$ cat config.mk
export PLATFORM = sky130hd
export DESIGN_NAME = rv_core_top
export DESIGN_NICKNAME = d
export VERILOG_FILES = /design/src/rv_pkg.sv /design/src/rv_core_top.sv /design/src/rv_decode.sv /design/src/rv_execute.sv /design/src/rv_operand.sv
export SDC_FILE = /design/constraint.sdc
export NUM_CORES = 2
export LEC_CHECK = 0
export BUFFER_PORTS_ARGS = -buffer_cell sky130_fd_sc_hd__buf_2
export CAP_MARGIN = 5
export CORE_MARGIN = 4
export CORE_UTILIZATION = 30
export CTS_BUF_LIST = sky130_fd_sc_hd__clkbuf_2
export CTS_CLUSTER_SIZE = 24
export DETAILED_ROUTE_END_ITERATION = 8
export HOLD_SLACK_MARGIN = 0.12
export PLACE_DENSITY = 0.51
export SYNTH_ARGS = -nofsm -noshare
export SYNTH_HDL_FRONTEND = slang
export SYNTH_SLANG_ARGS = --single-unit
$ cat constraint.sdc
create_clock -name clk -period 7.7 [get_ports clk]
set_input_delay 1.54 -clock clk [delete_from_list [all_inputs] [get_ports clk]]
set_output_delay 1.54 -clock clk [all_outputs]
set_load 0.005 [all_outputs]
$ cat src/rv_pkg.sv
package rv_pkg;

    localparam int unsigned xlen       = 32;
    localparam int unsigned reg_addr_w = 5;
    localparam int unsigned num_regs   = 32;

    localparam logic [xlen-1:0] pc_step = 32'd4;  // bytes per instruction

    // major opcodes kept in this core, anything else is unsupported
    typedef enum logic [6:0] {
        op_reg   = 7'b0110011,
        op_imm   = 7'b0010011,
        op_lui   = 7'b0110111,
        op_auipc = 7'b0010111
    } opcode_e;

    typedef enum logic [3:0] {
        alu_add,
        alu_sub,
        alu_sll,
        alu_slt,
        alu_sltu,
        alu_xor,
        alu_srl,
        alu_sra,
        alu_or,
        alu_and,
        alu_pass_b,  // lui
        alu_mul
    } alu_op_e;

    // decode -> operand
    typedef struct packed {
        logic                  valid;
        logic                  wen;
        logic [reg_addr_w-1:0] rs1;
        logic [reg_addr_w-1:0] rs2;
        logic [reg_addr_w-1:0] rd;
        alu_op_e               alu_op;
        logic                  src_a_pc;   // auipc
        logic                  src_b_imm;
        logic [xlen-1:0]       pc;
        logic [xlen-1:0]       imm;
    } decoded_t;

    // operand -> execute
    typedef struct packed {
        logic                  valid;
        logic                  wen;
        logic [reg_addr_w-1:0] rd;
        alu_op_e               alu_op;
        logic [xlen-1:0]       a;
        logic [xlen-1:0]       b;
    } issue_t;

    // completed result, valid only for a write to rd != x0
    typedef struct packed {
        logic                  valid;
        logic [reg_addr_w-1:0] rd;
        logic [xlen-1:0]       value;
    } result_t;

endpackage

$ cat src/rv_core_top.sv
module rv_core_top import rv_pkg::*; (
    input  logic                  clk,
    input  logic                  arst_n,
    input  logic                  inst_valid,
    input  logic [31:0]           inst,
    output logic                  ret_valid,
    output logic [reg_addr_w-1:0] ret_rd,
    output logic [xlen-1:0]       ret_value
);

    decoded_t dec;
    issue_t   iss;
    result_t  ex_fwd;
    result_t  wb;

    rv_decode u_rv_decode (
        .clk        (clk),
        .arst_n     (arst_n),
        .inst_valid (inst_valid),
        .inst       (inst),
        .dec        (dec)
    );

    rv_operand u_rv_operand (
        .clk    (clk),
        .arst_n (arst_n),
        .dec    (dec),
        .ex_fwd (ex_fwd),
        .wb     (wb),
        .iss    (iss)
    );

    rv_execute u_rv_execute (
        .clk    (clk),
        .arst_n (arst_n),
        .iss    (iss),
        .ex_fwd (ex_fwd),
        .wb     (wb)
    );

    // retire port is the registered result
    assign ret_valid = wb.valid;
    assign ret_rd    = wb.rd;
    assign ret_value = wb.value;

endmodule

$ cat src/rv_decode.sv
module rv_decode import rv_pkg::*; (
    input  logic        clk,
    input  logic        arst_n,
    input  logic        inst_valid,
    input  logic [31:0] inst,
    output decoded_t    dec
);

    opcode_e         opcode;
    logic [2:0]      funct3;
    logic [6:0]      funct7;
    logic [xlen-1:0] pc_q;
    logic [xlen-1:0] i_imm;
    logic [xlen-1:0] u_imm;
    logic [xlen-1:0] imm;
    alu_op_e         alu_op;
    logic            src_a_pc;
    logic            src_b_imm;
    logic            supported;
    decoded_t        dec_d;

    assign opcode = opcode_e'(inst[6:0]);
    assign funct3 = inst[14:12];
    assign funct7 = inst[31:25];

    assign i_imm = {{(xlen-12){inst[31]}}, inst[31:20]};  // sign extend
    assign u_imm = {inst[31:12], 12'b0};

    // funct3 table shared by reg and imm forms, alt picks sub / sra
    function automatic alu_op_e base_op(input logic [2:0] f3, input logic alt);
        case (f3)
            3'd0:    return alt ? alu_sub : alu_add;
            3'd1:    return alu_sll;
            3'd2:    return alu_slt;
            3'd3:    return alu_sltu;
            3'd4:    return alu_xor;
            3'd5:    return alt ? alu_sra : alu_srl;
            3'd6:    return alu_or;
            default: return alu_and;
        endcase
    endfunction

    always_comb begin
        alu_op    = alu_add;
        src_a_pc  = 1'b0;
        src_b_imm = 1'b0;
        supported = 1'b1;
        imm       = i_imm;
        case (opcode)
            op_reg: begin
                if (funct7 == 7'b0000001) begin
                    alu_op    = alu_mul;
                    supported = (funct3 == 3'd0);  // mul only, no mulh / div
                end else if (funct7 == 7'b0100000) begin
                    alu_op    = base_op(funct3, 1'b1);
                    supported = (funct3 == 3'd0) || (funct3 == 3'd5);
                end else begin
                    alu_op    = base_op(funct3, 1'b0);
                    supported = (funct7 == 7'b0);
                end
            end
            op_imm: begin
                src_b_imm = 1'b1;
                alu_op    = base_op(funct3, (funct3 == 3'd5) && funct7[5]);
                if (funct3 == 3'd1)
                    supported = (funct7 == 7'b0);
                else if (funct3 == 3'd5)
                    supported = (funct7 == 7'b0) || (funct7 == 7'b0100000);
            end
            op_lui: begin
                alu_op    = alu_pass_b;
                src_b_imm = 1'b1;
                imm       = u_imm;
            end
            op_auipc: begin
                src_a_pc  = 1'b1;
                src_b_imm = 1'b1;
                imm       = u_imm;
            end
            default: supported = 1'b0;
        endcase
    end

    always_comb begin
        dec_d.valid     = inst_valid;
        dec_d.wen       = supported && (inst[11:7] != '0);
        dec_d.rs1       = inst[19:15];
        dec_d.rs2       = inst[24:20];
        dec_d.rd        = inst[11:7];
        dec_d.alu_op    = alu_op;
        dec_d.src_a_pc  = src_a_pc;
        dec_d.src_b_imm = src_b_imm;
        dec_d.pc        = pc_q;
        dec_d.imm       = imm;
    end

    always_ff @(posedge clk or negedge arst_n) begin
        if (!arst_n) begin
            pc_q <= '0;
            dec  <= '0;
        end else begin
            dec <= dec_d;
            if (inst_valid)
                pc_q <= pc_q + pc_step;  // idle cycles hold the pc
        end
    end

endmodule

$ cat src/rv_execute.sv
module rv_execute import rv_pkg::*; (
    input  logic    clk,
    input  logic    arst_n,
    input  issue_t  iss,
    output result_t ex_fwd,
    output result_t wb
);

    logic [4:0]             shamt;
    logic signed [xlen-1:0] product;
    logic [xlen-1:0]        result;

    assign shamt   = iss.b[4:0];
    assign product = $signed(iss.a) * $signed(iss.b);  // low word of the signed product

    always_comb begin
        case (iss.alu_op)
            alu_add:    result = iss.a + iss.b;
            alu_sub:    result = iss.a - iss.b;
            alu_sll:    result = iss.a << shamt;
            alu_slt:    result = {{(xlen-1){1'b0}}, $signed(iss.a) < $signed(iss.b)};
            alu_sltu:   result = {{(xlen-1){1'b0}}, iss.a < iss.b};
            alu_xor:    result = iss.a ^ iss.b;
            alu_srl:    result = iss.a >> shamt;
            alu_sra:    result = $unsigned($signed(iss.a) >>> shamt);
            alu_or:     result = iss.a | iss.b;
            alu_and:    result = iss.a & iss.b;
            alu_pass_b: result = iss.b;
            alu_mul:    result = product;
            default:    result = '0;
        endcase
    end

    // same-cycle result for the operand stage
    always_comb begin
        ex_fwd.valid = iss.valid && iss.wen && (iss.rd != '0);
        ex_fwd.rd    = iss.rd;
        ex_fwd.value = result;
    end

    always_ff @(posedge clk or negedge arst_n) begin
        if (!arst_n)
            wb <= '0;
        else
            wb <= ex_fwd;
    end

endmodule

$ cat src/rv_operand.sv
module rv_operand import rv_pkg::*; (
    input  logic     clk,
    input  logic     arst_n,
    input  decoded_t dec,
    input  result_t  ex_fwd,
    input  result_t  wb,
    output issue_t   iss
);

    logic [xlen-1:0] regs [num_regs];
    logic [xlen-1:0] rs1_val;
    logic [xlen-1:0] rs2_val;
    issue_t          iss_d;

    // youngest producer wins, x0 always reads zero
    function automatic logic [xlen-1:0] resolve(
        input logic [reg_addr_w-1:0] rs,
        input result_t               ex,
        input result_t               w,
        input logic [xlen-1:0]       rf
    );
        if (rs == '0)
            return '0;
        else if (ex.valid && (ex.rd == rs))
            return ex.value;
        else if (w.valid && (w.rd == rs))
            return w.value;
        else
            return rf;
    endfunction

    // architectural register file
    always_ff @(posedge clk or negedge arst_n) begin
        if (!arst_n) begin
            for (int i = 0; i < num_regs; i++) begin
                regs[i] <= '0;
            end
        end else if (wb.valid) begin
            regs[wb.rd] <= wb.value;  // wb never carries x0
        end
    end

    assign rs1_val = resolve(dec.rs1, ex_fwd, wb, regs[dec.rs1]);
    assign rs2_val = resolve(dec.rs2, ex_fwd, wb, regs[dec.rs2]);

    always_comb begin
        iss_d.valid  = dec.valid;
        iss_d.wen    = dec.wen;
        iss_d.rd     = dec.rd;
        iss_d.alu_op = dec.alu_op;
        iss_d.a      = dec.src_a_pc ? dec.pc : rs1_val;
        iss_d.b      = dec.src_b_imm ? dec.imm : rs2_val;
    end

    always_ff @(posedge clk or negedge arst_n) begin
        if (!arst_n)
            iss <= '0;
        else
            iss <= iss_d;
    end

endmodule

==> metrics <==
count of final setup violators=0; Root Buffer=clkbuf_2; Reg clk slew, reported paths=0.11 ns; All-Layer GR Usage=between 20% and 30%; vias in the first global route=~68,000; CP arrival=between 9 and 10 ns; CTS tree=built; fin worst setup slack=roughly 0.11 ns; period utilization=around 100%; ys flop type=dfrtp_1; via count=roughly 64,000; drt first pass iters=6; RSZ-0062 raised after global routing=true; asr flop ratio synth=100%; Fin Clk Skew=around 0.18 ns; Worst R2R Start=u_rv_operand.iss[10]; Post-synth top cells=1,252 x dfrtp_1, 1,034 x mux2_2, 670 x mux4_2, 606 x nor2_1, 512 x inv_1; FF+latch count, synth=approximately 1,300; pre-CTS WS=-0.615 ns; GR Overflow Total=0; Netlist Area Pre-Place=~87,000 µm²; DP HPWL=235,000 µm; Worst Path Max Fanout=5; Syn Area/Cell=about 12 µm²; Worst EP required=just over 9 ns; largest net degree at the start of global routing=approximately 170; cell taking the most area after synthesis=dfrtp_1; RePlAce Congestion=1.02; DR WL/cell=around 30 µm; Peak Freq=between 100 and 150 MHz; Die X=around 550 µm; via density per instance=roughly 5.6; Seq/Total Area, Yosys=roughly 36%; ANT nets after route=0; Net count, final=around 8,200; Max Root-Sink Buffers=4; Initial Util=30.1%; setup TNS=0 ns; clock latency reported for the late side of the worst-skew pair=approximately 1.8 ns; failing checks=capacitance limit; post-synth cell types=91; io pins=between 70 and 80; status=finished, violations left; TritonCTS Buffers=~360; largest cells by area after synthesis=dfrtp_1 36%, mux4_2 17%, mux2_2 13%; Synth top area share=a little over a third; antenna violations before repair=22; # rows=roughly 200; endpoint class of the critical path=flip-flop; number of synthesized flops with an enable pin=0; P&R area growth vs syn=13.5%; Hold Vio Cnt, Final=0; max_cap viols=1; PnR Total Power=~12 mW; Core Area=about 290,000 µm²; die height=around 550 µm; Cell Pwr Density=approximately 130 nW/µm²; leak pwr=between 40 and 50 nW; DIE AREA=~300,000 µm²; min cycle time layout=~7.6 ns; most frequent cell after synthesis=dfrtp_1; final hold slack=0.327 ns; capture point of the worst reg-to-reg path=u_rv_operand.iss[63]; reg-to-reg setup timing slack=between 0.1 and 0.15 ns; CP startpoint kind=flip-flop; first-pass GRT wire length=495,000 µm; Port Buf Inserts=72; Worst Setup Path Type=reg -> reg; Routed WL=between 300,000 and 400,000 µm; Hold Path Class=in -> async; share of cells above drive strength 1=roughly 40%; R2R depth=26; worst-margin pin slew=around 1.5 ns; relative slew slack=less than 1%; Post-Synthesis Cells=7,077; Synth warnings=0; VDD IR-drop max=0.000140 V; syn_nets=roughly 8,000; H-tree depth=5; # clock sinks=approximately 1,300; DRC=0; initial DRC count=5,787; Final Max Tran Viols=0
metrics by stage:
stage	cells	area (µm²)	util, %
2_1_floorplan	7077	86900	-
3_3_place_gp	10900	94400	32.8
3_5_place_dp	10900	94400	32.8
4_1_cts	11500	97800	34.0
5_1_grt	11500	98500	34.2
6_report	11500	98600	34.2
worst max-delay path, stage by stage, from the launching register on:
cell	delay, ns
dfrtp_2	0.46
buf_4	0.15
clkinvlp_4	0.16
nor2_1	0.21
fa_1	0.49
fa_1	0.56
fa_1	0.57
fa_1	0.53
inv_1	0.05
fa_1	0.53
inv_1	0.05
fa_1	0.45
fa_1	0.52
fa_1	0.42
ha_1	0.31
a21oi_2	0.16
nor2b_1	0.06
o21ai_0	0.14
nand2b_1	0.13
nor3_2	0.14
a21oi_2	0.10
buf_4	0.17
xnor2_4	0.30
o22ai_2	0.13
nor3b_2	0.29
o21ai_1	0.11
a22o_1	0.20
power breakdown:
part | switching, mW | internal, mW
combinational | 0.536 | 0.275
clock | 2.94 | 1.90
sequential | 0.101 | 6.63
total | 3.57 | 8.81
registers in the layout (all words and copies together) (netlist names):
name / cells
u_rv_operand.regs: 1024
u_rv_decode.dec: 85
u_rv_operand.iss: 75
u_rv_execute.wb: 38
u_rv_decode.pc_q: 30
worst max path at each step:
stage,start,to,slack (ns),cells after the start
after floorplan,u_rv_operand.iss[2],u_rv_operand.iss[31],0.02,29
after global placement,u_rv_operand.iss[6],u_rv_operand.iss[31],-0.62,29
after detailed placement,u_rv_operand.iss[6],u_rv_operand.iss[31],-0.62,29
after CTS,u_rv_operand.iss[51],u_rv_operand.iss[31],-0.006,27
after global routing,u_rv_operand.iss[51],u_rv_operand.iss[31],-0.04,27
final,u_rv_operand.iss[10],u_rv_operand.iss[63],0.11,26
repair_timing:
item                                    4_1_cts  5_1_grt
hold buffers                                 30        0
hold endpoints to repair                    274        0
endpoints found under the setup margin       28       40
pin swaps                                     5       44
gates resized for setup                      43      150
buffers inserted                              3       21
layer usage:
metal | GRT usage (%) | share of wire [%]
met1 | 29.0 | 40
met4 | 11.6 | 5.7
met3 | 4.79 | 7.2
met2 | 36.5 | 47
met5 | 0 | 0.023
final cells by class:
class	count	area, µm²
Antenna cell	12	30.0
Fill cell	28700	190000
Clock inverter	67	345
Tap cell	3781	4730
Multi-Input combinational cell	4708	52100
Sequential cell	1252	31400
Clock buffer	530	2650
Timing Repair Buffer	638	5340
Inverter	528	2010
cells in the final DEF (no fill, tap or decap), types with 21 or more instances in the layout:
cell	instances
a211oi_1	30
a21o_1	41
a21oi_1	187
a22o_1	21
buf_12	46
buf_2	71
buf_4	472
clkbuf_2	530
clkinv_1	58
dfrtp_1	1232
dlygate4sd3_1	30
fa_1	397
ha_1	236
inv_1	490
inv_2	26
mux2_2	1034
mux2i_1	125
mux4_2	670
nand2_1	405
nand2b_1	23
nand3_1	39
nand4_1	25
nor2_1	560
nor2_2	25
nor2_4	21
nor2b_1	27
nor3_1	45
o211ai_1	30
o21ai_0	193
o221ai_1	36
xnor2_1	96
xor2_1	37
kinds of logic after synthesis:
kind of cell	share of synthesized area (%)
AND/OR/NAND/NOR	6.31
multiplexers	32.2
adder cells (fa/ha/maj)	13.0
flip-flops	36.1
XOR/XNOR	1.42
AO/OA/AOI/OAI	5.99
buffers and inverters	4.96
(Power assumes the default switching activity.)
